[src/common/mcontr_enc_pkg.sv]
/*
 * Shared definitions for the DDR3 command sequence encoders:
 * encoded command word, page request, memory command codes
 * and the functions that pack a command or a pause word.
 */
package mcontr_enc_pkg;

    localparam int CMD_PAUSE_BITS = 10;            // width of a pause count
    localparam int CMD_DONE_BIT   = 10;            // done flag position inside addr of a pause

    typedef enum logic [2:0] {
        NOP       = 3'd0,
        READ      = 3'd2,
        WRITE     = 3'd3,
        ACTIVATE  = 3'd4,
        PRECHARGE = 3'd5
    } rcw_e;                                       // RAS/CAS/WE, positive logic

    typedef enum logic {
        SRC_RD = 1'b0,
        SRC_WR = 1'b1
    } seq_src_e;

    typedef struct packed {
        logic [14:0] addr;                         // row/column, or pause count + done
        logic [2:0]  bank;
        logic [2:0]  rcw;
        logic        odt_en;
        logic        cke;
        logic        sel;                          // first/second half-cycle
        logic        dq_en;                        // drive DQ lines
        logic        dqs_en;                       // drive DQS lines
        logic        dqs_toggle;                   // toggle DQS per pattern
        logic        dci;
        logic        buf_wr;                       // write to external buffer
        logic        buf_rd;                       // read from external buffer
        logic        nop;                          // add NOP after this command
        logic        buf_rst;                      // advance external buffer page
    } enc_cmd_t;

    typedef struct packed {
        logic [2:0]  bank;
        logic [14:0] row;
        logic [6:0]  start_col;                    // in 8-bursts
        logic [5:0]  num128;                       // 0 means 64
        logic        skip_next_page;               // keep external buffer page
    } page_req_t;

    function automatic enc_cmd_t encode_cmd(
        input logic [14:0] addr,
        input logic [2:0]  bank,
        input rcw_e        rcw,
        input logic        odt_en,
        input logic        cke,
        input logic        sel,
        input logic        dq_en,
        input logic        dqs_en,
        input logic        dqs_toggle,
        input logic        dci,
        input logic        buf_wr,
        input logic        buf_rd,
        input logic        nop,
        input logic        buf_rst
    );
        return '{addr, bank, rcw, odt_en, cke, sel, dq_en, dqs_en, dqs_toggle,
                 dci, buf_wr, buf_rd, nop, buf_rst};
    endfunction

    // pause keeps all control bits for skip+1 cycles
    function automatic enc_cmd_t encode_skip(
        input logic [CMD_PAUSE_BITS-1:0] skip,
        input logic                      done,
        input logic [2:0]                bank,
        input logic                      odt_en,
        input logic                      cke,
        input logic                      sel,
        input logic                      dq_en,
        input logic                      dqs_en,
        input logic                      dqs_toggle,
        input logic                      dci,
        input logic                      buf_wr,
        input logic                      buf_rd,
        input logic                      buf_rst
    );
        logic [14:0] addr;
        addr                       = '0;
        addr[CMD_PAUSE_BITS-1:0]   = skip;
        addr[CMD_DONE_BIT]         = done;         // end of sequence
        return encode_cmd(addr, bank, NOP, odt_en, cke, sel, dq_en, dqs_en, dqs_toggle,
                          dci, buf_wr, buf_rd, 1'b0, buf_rst);
    endfunction

endpackage

[src/cmd_encod/cmd_encod_linear_rd.sv]
`timescale 1ns/10ps
/*
 * Linear page read encoder. Opens one row, issues a run of READ
 * 8-bursts from a start column, then closes the row. Sequence
 * comes from a small registered ROM with a repeat loop on READ.
 */
module cmd_encod_linear_rd #(
    parameter int ADDRESS_NUMBER = 15,
    parameter int COLADDR_NUMBER = 10,
    parameter int NUM_XFER_BITS  = 6
) (
    input  logic                      rst,       // clock
    input  logic                      clk,       // async reset, active high
    input  mcontr_enc_pkg::page_req_t req,
    input  logic                      start,
    output mcontr_enc_pkg::enc_cmd_t  enc_cmd,
    output logic                      enc_wr,
    output logic                      enc_done
);
    import mcontr_enc_pkg::*;

    localparam logic [1:0] C_NOP  = 2'd0;          // local 2-bit command codes
    localparam logic [1:0] C_XFER = 2'd1;
    localparam logic [1:0] C_PRE  = 2'd2;
    localparam logic [1:0] C_ACT  = 2'd3;
    localparam logic [3:0] REPEAT_ADDR = 4'd3;     // READ loop entry

    typedef struct packed {
        logic       last;                          // final word, carries done
        logic       pgnext;                        // buf_rst request
        logic [1:0] pause;
        logic [1:0] cmd;
        logic       sel;
        logic       dci;
        logic       buf_wr;
        logic       nop;
    } rom_t;

    logic [ADDRESS_NUMBER-1:0] row;
    logic [COLADDR_NUMBER-4:0] col;                // column in 8-bursts
    logic [2:0]                bank;
    logic                      skip_next_page;
    logic [NUM_XFER_BITS-1:0]  num128;             // bursts remaining
    logic                      gen_run;
    logic [3:0]                gen_addr;
    rom_t                      rom_r;
    logic                      one_left;
    logic [ADDRESS_NUMBER-1:0] cmd_addr;
    rcw_e                      rcw;

    assign one_left = (num128 == NUM_XFER_BITS'(1));
    assign cmd_addr = rom_r.cmd[1] ? row :         // ACT/PRE take the row
                      {{(ADDRESS_NUMBER-COLADDR_NUMBER){1'b0}}, col, 3'b000};

    always_comb begin
        case (rom_r.cmd)
            C_ACT:   rcw = ACTIVATE;
            C_PRE:   rcw = PRECHARGE;
            C_XFER:  rcw = READ;
            default: rcw = NOP;
        endcase
    end

    always_ff @(posedge rst or posedge clk) begin
        if (clk) begin
            gen_run  <= 1'b0;
            gen_addr <= '0;
            num128   <= '0;
        end else begin
            if (start)
                gen_run <= 1'b1;
            else if (rom_r.last)
                gen_run <= 1'b0;                   // last word reached the ROM output
            if (!start && !gen_run)
                gen_addr <= '0;
            else if (gen_addr == REPEAT_ADDR - 4'd1 && one_left)
                gen_addr <= REPEAT_ADDR + 4'd1;    // single burst, skip the loop
            else if (gen_addr != REPEAT_ADDR || one_left)
                gen_addr <= gen_addr + 4'd1;
            if (start)
                num128 <= req.num128;
            else if (gen_addr == REPEAT_ADDR - 4'd1 || gen_addr == REPEAT_ADDR)
                num128 <= num128 - 1'b1;           // one per READ entry
        end
    end

    always_ff @(posedge rst) begin
        if (start) begin
            row            <= req.row;
            bank           <= req.bank;
            skip_next_page <= req.skip_next_page;
        end
        if (start)
            col <= req.start_col;
        else if (rom_r.cmd == C_XFER)
            col <= col + 1'b1;                     // next burst column
    end

    // fields: last pgnext pause cmd sel dci buf_wr nop
    always_ff @(posedge rst or posedge clk) begin
        if (clk) begin
            rom_r <= '0;
        end else begin
            case (gen_addr)
                4'h0: rom_r <= '{1'b0, 1'b0, 2'd0, C_ACT,  1'b0, 1'b0, 1'b0, 1'b0};
                4'h1: rom_r <= '{1'b0, 1'b0, 2'd1, C_NOP,  1'b0, 1'b0, 1'b0, 1'b0};
                4'h2: rom_r <= '{1'b0, 1'b0, 2'd0, C_XFER, 1'b1, 1'b1, 1'b0, 1'b1};
                4'h3: rom_r <= '{1'b0, 1'b0, 2'd0, C_XFER, 1'b1, 1'b1, 1'b1, 1'b1};
                4'h4: rom_r <= '{1'b0, 1'b0, 2'd1, C_NOP,  1'b1, 1'b1, 1'b1, 1'b0};
                4'h5: rom_r <= '{1'b0, 1'b1, 2'd0, C_NOP,  1'b1, 1'b1, 1'b0, 1'b0};
                4'h6: rom_r <= '{1'b0, 1'b0, 2'd0, C_PRE,  1'b0, 1'b1, 1'b0, 1'b0};
                4'h7: rom_r <= '{1'b0, 1'b0, 2'd2, C_NOP,  1'b0, 1'b1, 1'b0, 1'b0};
                4'h8: rom_r <= '{1'b1, 1'b0, 2'd0, C_NOP,  1'b0, 1'b0, 1'b0, 1'b0};
                default: rom_r <= '0;
            endcase
        end
    end

    always_ff @(posedge rst or posedge clk) begin
        if (clk) begin
            enc_wr   <= 1'b0;
            enc_done <= 1'b0;
        end else begin
            enc_wr   <= gen_run;
            enc_done <= enc_wr && !gen_run;        // one cycle after the last word
        end
    end

    always_ff @(posedge rst) begin
        if (rom_r.cmd == C_NOP)
            enc_cmd <= encode_skip(CMD_PAUSE_BITS'(rom_r.pause), rom_r.last, bank,
                                   1'b0, 1'b0, rom_r.sel, 1'b0, 1'b0, 1'b0, rom_r.dci,
                                   rom_r.buf_wr, 1'b0, rom_r.pgnext && !skip_next_page);
        else
            enc_cmd <= encode_cmd(cmd_addr, bank, rcw,
                                  1'b0, 1'b0, rom_r.sel, 1'b0, 1'b0, 1'b0, rom_r.dci,
                                  rom_r.buf_wr, 1'b0, rom_r.nop,
                                  rom_r.pgnext && !skip_next_page);
    end

endmodule

[src/cmd_encod/cmd_encod_linear_wr.sv]
`timescale 1ns/10ps
/*
 * Linear page write encoder. Same ROM skeleton as the read side,
 * with WRITE bursts fed from the external buffer one command ahead
 * and DQ, DQS and ODT driven across the WRITE run.
 */
module cmd_encod_linear_wr #(
    parameter int ADDRESS_NUMBER = 15,
    parameter int COLADDR_NUMBER = 10,
    parameter int NUM_XFER_BITS  = 6
) (
    input  logic                      rst,       // clock
    input  logic                      clk,       // async reset, active high
    input  mcontr_enc_pkg::page_req_t req,
    input  logic                      start,
    output mcontr_enc_pkg::enc_cmd_t  enc_cmd,
    output logic                      enc_wr,
    output logic                      enc_done
);
    import mcontr_enc_pkg::*;

    localparam logic [1:0] C_NOP  = 2'd0;
    localparam logic [1:0] C_XFER = 2'd1;
    localparam logic [1:0] C_PRE  = 2'd2;
    localparam logic [1:0] C_ACT  = 2'd3;
    localparam logic [3:0] REPEAT_ADDR = 4'd3;     // WRITE loop entry

    typedef struct packed {
        logic       last;
        logic       pgnext;
        logic [1:0] pause;
        logic [1:0] cmd;
        logic       sel;
        logic       buf_rd;                        // fetch data for the next WRITE
        logic       wdata;                         // DQ/DQS/ODT enables
        logic       nop;
    } rom_t;

    logic [ADDRESS_NUMBER-1:0] row;
    logic [COLADDR_NUMBER-4:0] col;
    logic [2:0]                bank;
    logic                      skip_next_page;
    logic [NUM_XFER_BITS-1:0]  num128;
    logic                      gen_run;
    logic [3:0]                gen_addr;
    rom_t                      rom_r;
    logic                      burst_last;         // rom_r holds the final WRITE
    logic                      one_left;
    logic                      buf_rd_lead;
    logic [ADDRESS_NUMBER-1:0] cmd_addr;
    rcw_e                      rcw;

    assign one_left    = (num128 == NUM_XFER_BITS'(1));
    assign buf_rd_lead = rom_r.buf_rd && !(rom_r.cmd == C_XFER && burst_last);
    assign cmd_addr    = rom_r.cmd[1] ? row :
                         {{(ADDRESS_NUMBER-COLADDR_NUMBER){1'b0}}, col, 3'b000};

    always_comb begin
        case (rom_r.cmd)
            C_ACT:   rcw = ACTIVATE;
            C_PRE:   rcw = PRECHARGE;
            C_XFER:  rcw = WRITE;
            default: rcw = NOP;
        endcase
    end

    always_ff @(posedge rst or posedge clk) begin
        if (clk) begin
            gen_run  <= 1'b0;
            gen_addr <= '0;
            num128   <= '0;
        end else begin
            if (start)
                gen_run <= 1'b1;
            else if (rom_r.last)
                gen_run <= 1'b0;
            if (!start && !gen_run)
                gen_addr <= '0;
            else if (gen_addr == REPEAT_ADDR - 4'd1 && one_left)
                gen_addr <= REPEAT_ADDR + 4'd1;    // no loop for one burst
            else if (gen_addr != REPEAT_ADDR || one_left)
                gen_addr <= gen_addr + 4'd1;
            if (start)
                num128 <= req.num128;
            else if (gen_addr == REPEAT_ADDR - 4'd1 || gen_addr == REPEAT_ADDR)
                num128 <= num128 - 1'b1;
        end
    end

    always_ff @(posedge rst) begin
        if (start) begin
            row            <= req.row;
            bank           <= req.bank;
            skip_next_page <= req.skip_next_page;
        end
        if (start)
            col <= req.start_col;
        else if (rom_r.cmd == C_XFER)
            col <= col + 1'b1;                     // one column step per WRITE
    end

    // fields: last pgnext pause cmd sel buf_rd wdata nop
    always_ff @(posedge rst or posedge clk) begin
        if (clk) begin
            rom_r      <= '0;
            burst_last <= 1'b0;
        end else begin
            burst_last <= one_left;                // valid while rom_r is a WRITE
            case (gen_addr)
                4'h0: rom_r <= '{1'b0, 1'b0, 2'd0, C_ACT,  1'b0, 1'b0, 1'b0, 1'b0};
                4'h1: rom_r <= '{1'b0, 1'b0, 2'd1, C_NOP,  1'b0, 1'b1, 1'b0, 1'b0};
                4'h2: rom_r <= '{1'b0, 1'b0, 2'd0, C_XFER, 1'b1, 1'b1, 1'b1, 1'b1};
                4'h3: rom_r <= '{1'b0, 1'b0, 2'd0, C_XFER, 1'b1, 1'b1, 1'b1, 1'b1};
                4'h4: rom_r <= '{1'b0, 1'b0, 2'd1, C_NOP,  1'b1, 1'b0, 1'b0, 1'b0};
                4'h5: rom_r <= '{1'b0, 1'b1, 2'd0, C_NOP,  1'b1, 1'b0, 1'b0, 1'b0};
                4'h6: rom_r <= '{1'b0, 1'b0, 2'd0, C_PRE,  1'b0, 1'b0, 1'b0, 1'b0};
                4'h7: rom_r <= '{1'b0, 1'b0, 2'd2, C_NOP,  1'b0, 1'b0, 1'b0, 1'b0};
                4'h8: rom_r <= '{1'b1, 1'b0, 2'd0, C_NOP,  1'b0, 1'b0, 1'b0, 1'b0};
                default: rom_r <= '0;
            endcase
        end
    end

    always_ff @(posedge rst or posedge clk) begin
        if (clk) begin
            enc_wr   <= 1'b0;
            enc_done <= 1'b0;
        end else begin
            enc_wr   <= gen_run;
            enc_done <= enc_wr && !gen_run;
        end
    end

    always_ff @(posedge rst) begin
        if (rom_r.cmd == C_NOP)
            enc_cmd <= encode_skip(CMD_PAUSE_BITS'(rom_r.pause), rom_r.last, bank,
                                   rom_r.wdata, 1'b0, rom_r.sel, rom_r.wdata, rom_r.wdata,
                                   rom_r.wdata, 1'b0, 1'b0, buf_rd_lead,
                                   rom_r.pgnext && !skip_next_page);
        else
            enc_cmd <= encode_cmd(cmd_addr, bank, rcw,
                                  rom_r.wdata, 1'b0, rom_r.sel, rom_r.wdata, rom_r.wdata,
                                  rom_r.wdata, 1'b0, 1'b0, buf_rd_lead, rom_r.nop,
                                  rom_r.pgnext && !skip_next_page);
    end

endmodule

[src/cmd_encod/cmd_seq_writer.sv]
`timescale 1ns/10ps
/*
 * Command sequence memory. Stores the words of whichever encoder
 * strobes at consecutive addresses, latches length and source at
 * the end of each sequence and gives registered readback.
 */
module cmd_seq_writer #(
    parameter int SEQ_ADDR_BITS = 6
) (
    input  logic                     rst,        // clock
    input  logic                     clk,        // async reset, active high
    input  mcontr_enc_pkg::enc_cmd_t rd_cmd,
    input  logic                     rd_wr,
    input  logic                     rd_done,
    input  mcontr_enc_pkg::enc_cmd_t wr_cmd,
    input  logic                     wr_wr,
    input  logic                     wr_done,
    input  logic [SEQ_ADDR_BITS-1:0] rd_addr,
    output mcontr_enc_pkg::enc_cmd_t rd_data,
    output logic [SEQ_ADDR_BITS:0]   seq_len,
    output mcontr_enc_pkg::seq_src_e seq_src,
    output logic                     seq_done
);
    import mcontr_enc_pkg::*;

    localparam int SEQ_DEPTH = 2 ** SEQ_ADDR_BITS;

    enc_cmd_t               mem [SEQ_DEPTH];
    enc_cmd_t               wr_word;
    logic                   wr_en;
    logic                   seq_end;
    logic [SEQ_ADDR_BITS:0] wr_cnt;                // running address, also word count

    assign wr_en   = rd_wr || wr_wr;               // encoders never overlap
    assign wr_word = rd_wr ? rd_cmd : wr_cmd;
    assign seq_end = rd_done || wr_done;

    always_ff @(posedge rst) begin
        if (wr_en)
            mem[wr_cnt[SEQ_ADDR_BITS-1:0]] <= wr_word;
        rd_data <= mem[rd_addr];                   // one cycle read latency
    end

    always_ff @(posedge rst or posedge clk) begin
        if (clk) begin
            wr_cnt   <= '0;
            seq_len  <= '0;
            seq_src  <= SRC_RD;
            seq_done <= 1'b0;
        end else begin
            seq_done <= seq_end;
            if (seq_end) begin
                wr_cnt  <= '0;                     // next sequence starts at 0
                seq_len <= wr_cnt;
                seq_src <= rd_done ? SRC_RD : SRC_WR;
            end else if (wr_en) begin
                wr_cnt <= wr_cnt + 1'b1;
            end
        end
    end

endmodule

[src/source/cmd_encod_linear_top.sv]
`timescale 1ns/10ps
/*
 * Linear page command encoder subsystem. Read and write encoders
 * feed one shared command sequence memory.
 */
module cmd_encod_linear_top #(
    parameter int ADDRESS_NUMBER = 15,
    parameter int COLADDR_NUMBER = 10,
    parameter int NUM_XFER_BITS  = 6,
    parameter int SEQ_ADDR_BITS  = 7             // holds a full 64-burst sequence
) (
    input  logic                      rst,       // clock
    input  logic                      clk,       // async reset, active high
    input  mcontr_enc_pkg::page_req_t req,
    input  logic                      start_rd,
    input  logic                      start_wr,
    input  logic [SEQ_ADDR_BITS-1:0]  rd_addr,
    output mcontr_enc_pkg::enc_cmd_t  rd_data,
    output logic [SEQ_ADDR_BITS:0]    seq_len,
    output mcontr_enc_pkg::seq_src_e  seq_src,
    output logic                      seq_done
);
    import mcontr_enc_pkg::*;

    enc_cmd_t rd_cmd;
    logic     rd_wr;
    logic     rd_done;
    enc_cmd_t wr_cmd;
    logic     wr_wr;
    logic     wr_done;

    cmd_encod_linear_rd #(
        .ADDRESS_NUMBER (ADDRESS_NUMBER),
        .COLADDR_NUMBER (COLADDR_NUMBER),
        .NUM_XFER_BITS  (NUM_XFER_BITS)
    ) u_rd (
        .rst      (rst),
        .clk      (clk),
        .req      (req),
        .start    (start_rd),
        .enc_cmd  (rd_cmd),
        .enc_wr   (rd_wr),
        .enc_done (rd_done)
    );

    cmd_encod_linear_wr #(
        .ADDRESS_NUMBER (ADDRESS_NUMBER),
        .COLADDR_NUMBER (COLADDR_NUMBER),
        .NUM_XFER_BITS  (NUM_XFER_BITS)
    ) u_wr (
        .rst      (rst),
        .clk      (clk),
        .req      (req),
        .start    (start_wr),
        .enc_cmd  (wr_cmd),
        .enc_wr   (wr_wr),
        .enc_done (wr_done)
    );

    cmd_seq_writer #(
        .SEQ_ADDR_BITS (SEQ_ADDR_BITS)
    ) u_seq (
        .rst      (rst),
        .clk      (clk),
        .rd_cmd   (rd_cmd),
        .rd_wr    (rd_wr),
        .rd_done  (rd_done),
        .wr_cmd   (wr_cmd),
        .wr_wr    (wr_wr),
        .wr_done  (wr_done),
        .rd_addr  (rd_addr),
        .rd_data  (rd_data),
        .seq_len  (seq_len),
        .seq_src  (seq_src),
        .seq_done (seq_done)
    );

endmodule

[config.mk]
export PLATFORM = sky130hd
export DESIGN_NAME = cmd_encod_linear_top
export DESIGN_NICKNAME = d
export VERILOG_FILES = /design/src/common/mcontr_enc_pkg.sv /design/src/cmd_encod/cmd_encod_linear_rd.sv /design/src/cmd_encod/cmd_encod_linear_wr.sv /design/src/cmd_encod/cmd_seq_writer.sv /design/src/source/cmd_encod_linear_top.sv
export SDC_FILE = /design/constraint.sdc
export NUM_CORES = 2
export LEC_CHECK = 0
export BUFFER_PORTS_ARGS = -buffer_cell sky130_fd_sc_hd__buf_4
export CAP_MARGIN = 20
export CORE_MARGIN = 2
export CORE_UTILIZATION = 63
export CTS_CLUSTER_SIZE = 14
export DETAILED_ROUTE_END_ITERATION = 7
export HOLD_SLACK_MARGIN = 0.06
export PLACE_DENSITY_LB_ADDON = 0.08
export SYNTH_ARGS = -nofsm -noshare
export SYNTH_HDL_FRONTEND = slang
export SYNTH_MEMORY_MAX_BITS = 65536
export SYNTH_SLANG_ARGS = --single-unit
[constraint.sdc]
create_clock -name rst -period 6.6 [get_ports rst]
set_clock_uncertainty 0.1 [all_clocks]
set_input_delay 1.32 -clock rst [delete_from_list [all_inputs] [get_ports rst]]
set_output_delay 1.32 -clock rst [all_outputs]
set_load 0.005 [all_outputs]
### Word level (Yosys, flattened, before mapping)

Memories as Yosys holds them, arrays and structs flattened. A register that Yosys moved wholly into a read port is not among the register bits.
Index checks and enable logic that the tools add are counted.

* add/sub/neg operators: 7
* equality and inequality tests: 14
* mux-type cells: 30
* bitwise operators: 2
* reduce and logical (&&, ||, !) cells: 36

Operators by type and width (count)
* $mux W28: 2
* $mux W32: 1
* $mux W7: 4
* $mux W4: 6
* $mux W6: 4
* $mux W11: 2
* $pmux W3 S3: 2
* $eq A4 B2 Y1 const B: 4
* $mux W8: 2
* $add A7 B1 Y7 const B: 2
* $reduce_bool A2 Y1: 7
* $eq A6 B1 Y1 const B: 2
* $sub A6 B1 Y6 const B: 2
* $logic_and A1 B1 Y1: 10
* $add A4 B1 Y4 const B: 2
* $add A8 B1 Y8 const B: 1
* $eq A2 B2 Y1 const B: 4
* $ne A4 B2 Y1 const B: 2
* $logic_not A1 Y1: 7
* $mux W1: 7
* $logic_or A1 B1 Y1: 6
* $reduce_bool A3 Y1: 2
* $eq A2 B1 Y1 const B: 2
* $logic_not A2 Y1: 2
* 2 further kinds: 4

* register bits after elaboration: 161
* bits in writable memories: 4096
* memory bits (read-only): 320
* output and inout bits: 42
* word-level logic and storage cells: 147
* memories kept: 3

Memory list
* u_seq.mem: depth 128, bits a word 32, read ports 1, clocked after Yosys merged registers in 1, write ports 1, RTL line cmd_seq_writer.sv:28 `enc_cmd_t mem [SEQ_DEPTH];`
* (name not given): depth 16, bits a word 10, read ports 1, clocked after Yosys merged registers in 1, write ports 0, RTL line cmd_encod_linear_rd.sv:104 `case (gen_addr)`
* (name not given): depth 16, bits a word 10, read ports 1, clocked after Yosys merged registers in 1, write ports 0, RTL line cmd_encod_linear_wr.sv:109 `case (gen_addr)`

### Longest topological paths before layout

* depth after elaboration: 5
* mapped depth: 8

### By module

From an unflattened synthesis, not the netlist that was laid out.

* cell total of the unflattened synthesis: 6575
* area, all modules: 163254.1 um^2

By module, submodules not included
* cmd_seq_writer: times used 1, cells each 6092, area an instance 157320.9 um^2, sequential area each 124089.0 um^2
* cmd_encod_linear_wr: times used 1, cells each 245, area an instance 3030.4 um^2, sequential area each 1876.8 um^2
* cmd_encod_linear_rd: times used 1, cells each 238, area an instance 2902.8 um^2, sequential area each 1876.8 um^2

### Worst setup path before layout

Ideal clock, no wire load.

* path kind: register to register
* from: register u_rd.enc_wr
* to: memory u_seq.mem[0][10] (netlist bit), data pin
* data arrival time: 4.009 ns
* required time: 5.668 ns
* path slack: 1.658 ns
* stages on the path, launching flop included: 4
* path buffers: 2
* period minus slack after synthesis: 4.942 ns
* cells stage by stage: dfrtp_1 buf_1 clkbuf_1 nor2b_1

RTL lines
* from (decl): RTL line cmd_encod_linear_rd.sv:17 `output logic enc_wr,`
* from (signal assigned): RTL line cmd_encod_linear_rd.sv:124 `enc_wr <= gen_run;`
* to (decl): RTL line cmd_seq_writer.sv:28

### Worst setup path in the final report

* from: register u_seq.wr_cnt[3]
* to: memory u_seq.mem[38][31] (netlist bit) (enable)

RTL lines
* from (decl): RTL line cmd_seq_writer.sv:32 `logic [SEQ_ADDR_BITS:0] wr_cnt;`
* from (signal assigned): RTL line cmd_seq_writer.sv:57 `wr_cnt <= wr_cnt + 1'b1;`

No word-level cell before the write port.

==> impl_results.md <==
* DIE HEIGHT at 481 µm
* Drt total wl at 366,000 µm
* RR Startpoint: u_seq.wr_cnt[3]$_DFFE_PP0P_
* Nets@finish at about 6,300
* Synthesized area at ~140,000 µm²
* Warnings from Yosys at 0
* Commonest non-fill, non-tap cell in the layout: edfxtp_1
* Worst slew margin at 20.8%
* Initial Utilization at 63.3%
* DIE AREA at 232,000 µm²
* I/O Pins at 85
* Prevailing post-synth register cell: edfxtp_1
* Min-Delay Startpoint: u_wr.bank[2]$_DFFE_PP_
* Clk buf depth at 4
* Worst EP required at 7.15 ns
* CP delay by family, top: simple AND/OR/NAND/NOR gates
* Largest net degree at the start of global routing at 97
* Clk slew on worst S/H paths at 0.06 ns
* Fin crit period at 4.12 ns
* Area grow syn2layout at 13.1%
* H-tree Lvls at 5
* Unique masters post-synth at 49
* Commonest cells after routing, fill and taps aside: 3,636 x edfxtp_1, 1,176 x mux4_2, 391 x clkbuf_16, 312 x buf_4, 127 x nor2_4
* CP startpoint kind: flop
* Number of synthesized flops with an enable pin at around 3,600
* Vias in the first global route at 67,000
* Flops & latches, synth at approximately 3,800
* CTS tree: done
* Layout Cells excl Fill at 9,567
* Routability cong. at around 0.83
* Register-to-Register Setup Slack at 2.48 ns
* First-pass GRT wire length at 512,000 µm
* Cell Rows at ~180
* FMAX at 243 MHz
* Wire per inst at ~38 µm
* Hold_buf cts at 0
* Num CTS Buffers at 379
* Proportion of layout cells with a drive suffix above 1 at 34.3%
* Antenna violations before repair at 44
* Max_cap viols at 0
* Post-route setup TNS at 0 ns
* Min-Delay Path Class: reg2reg
* RSZ-0062 raised after global routing: no
* Total clock sinks at 3,780
* Pre-Repair DR Iteration Count at 8
* Setup Viol. Count Final at 0
* Placed Instances at 8,873
* Core ar. at between 200,000 and 250,000 µm²
* Critical Path Stages at 4
* Clk Latency, worst-skew pair at 1.00 ns
* Critical path class: reg2reg
* Pleak at 51.8 nW
* Remaining Overflow, GRT at 0
* Mean Syn Cell Area at 24.7 µm²
* Post-CTS Setup Inserts at 0
* Critical path startpoint: u_seq.wr_cnt[3]$_DFFE_PP0P_
* Worst EP arrival at 4.67 ns
* Register area share after synthesis at 78.3%
* Post-route DRC at 3
* Failing checks: DRC
* Critical-path cell list: nor2_1 -> nand2_1 -> nor2_4 -> buf_4
* Post-CTS sizing at 0
* Buf/Inv on CP at 1
* Worst Path Max Fanout at 16
* Post-synth ARST share at 1.69%
* Root Driver: clkbuf_16
* Port Buffers at slightly above 80
* Power density cells at about 360 nW/µm²
* CP peak stage delay at between 0.9 and 1 ns
* Total GRT Usage at 32.2%
* Slowest CP cell: nor2_4
* R2R Path End: u_seq.mem[38][31]$_DFFE_PP_
* Final hold violations at 0
* Worst vdd ir at ~0.44 mV
* DP HPWL at 200,000 µm
* Final ANT Viol Nets at 0
* Crit path to: u_seq.mem[38][31]$_DFFE_PP_
* 1st-iter DRT viols at roughly 11,000
* DR vias at ~67,000
* Status: finished with violations
* Die W at ~480 µm
* Slew Viols, Final at 0
* R2r worst-path depth at 4
* CP endpoint kind: flop
* Vias per std cell at 7.04
* Syn Nets at 5,894
* Final Cycle Share at slightly above 60%
* Post-Syn Instances at 5,821
* Measured slew at the worst slew-check pin at about 1.2 ns
## kinds of logic after synthesis
kind of cell | Yosys count | synth area share [%]
xor gates and xnor gates | 29 | 0.177
and+or+nand+nor | 350 | 1.08
other | 1 | 0.00261
adders and majority gates | 30 | 0.262
AOI/OAI and AO/OA | 62 | 0.269
DFF | 3780 | 78.3
buffers and inverters | 326 | 0.938
muxes | 1243 | 19.0
## stage by stage
stage          hold WS, ns  util (%)  total power [W]  area, µm²  setup WS [ns]
2_1_floorplan        0.223         -           0.0339     144000           1.66
3_3_place_gp         0.225      66.2           0.0372     150000           1.61
3_5_place_dp         0.227      66.2           0.0375     150000           1.60
4_1_cts              0.242      71.5           0.0583     162000           2.42
5_1_grt              0.251      71.6           0.0597     162000           2.52
6_report             0.240      71.6           0.0582     162000           2.48
## layout make-up
cell class	instances	area, µm²
tap	3009	3760
fill	12800	64500
multi-input combinational	1715	30900
clock buffer	493	10300
sequential	3780	112000
inverter	20	75.1
timing repair buffer	352	3140
clock inverter	180	1780
antenna	18	45.0
## flip-flops by register name, indices dropped and copies added, names as in the netlist, 7 cells and up
register	flops
u_seq.mem	3584
u_seq.rd_data	28
u_rd.enc_cmd	26
u_wr.enc_cmd	26
u_rd.row	15
u_wr.row	15
u_rd.rom_r	10
u_wr.rom_r	9
u_seq.seq_len	8
u_seq.wr_cnt	8
u_rd.col	7
u_wr.col	7
## cell usage after synthesis, types with 4 or more instances
master	number	area share [%]
nor2b_1	21	0.092
dfrtp_1	64	1.1
o21ai_0	32	0.11
a22o_1	5	0.031
clkbuf_1	193	0.50
edfxtp_1	3636	76
xor2_1	15	0.092
buf_1	39	0.10
mux2_2	55	0.43
xnor2_1	14	0.085
nor3_1	7	0.024
ha_1	30	0.26
nand3_1	14	0.049
nand2_1	87	0.23
mux4_2	1176	18
dfxtp_1	80	1.1
mux2i_1	12	0.084
and2_1	12	0.052
a21oi_1	6	0.021
or2_2	5	0.022
and3_1	6	0.026
buf_4	7	0.037
nand2b_1	5	0.022
inv_1	19	0.050
nand4_1	4	0.017
nor2_1	171	0.45
buf_2	65	0.23
## how the worst min path moves through the flow
stage,endpoint,cells after the start
final,u_wr.enc_cmd[16]$_DFF_P_,0
after global routing,u_wr.enc_cmd[15]$_DFF_P_,0
after CTS,u_wr.enc_cmd[16]$_DFF_P_,0
after detailed placement,u_wr.enc_cmd[16]$_DFF_P_,0
after global placement,u_wr.enc_cmd[16]$_DFF_P_,0
after floorplan,u_rd.enc_cmd[14]$_DFF_P_,0
## per-layer routing
| metal | global-route usage [%] | vias to the layer above | part of all wire (%) |
|---|---|---|---|
| met1 | 47.6 | 36500 | 37 |
| li1 | - | 25900 | - |
| met5 | 0 | - | 0.026 |
| met3 | 7.40 | 553 | 12 |
| met4 | 10.0 | 14 | 3.4 |
| met2 | 49.2 | 4328 | 47 |
## where the power goes
| group | internal (W) | total, W | switching [W] |
|---|---|---|---|
| sequential | 0.0296 | 0.0300 | 0.000470 |
| clock | 0.0124 | 0.0211 | 0.00871 |
| combinational | 0.00179 | 0.00712 | 0.00533 |
Note: power is estimated with default switching activity, not from simulation.
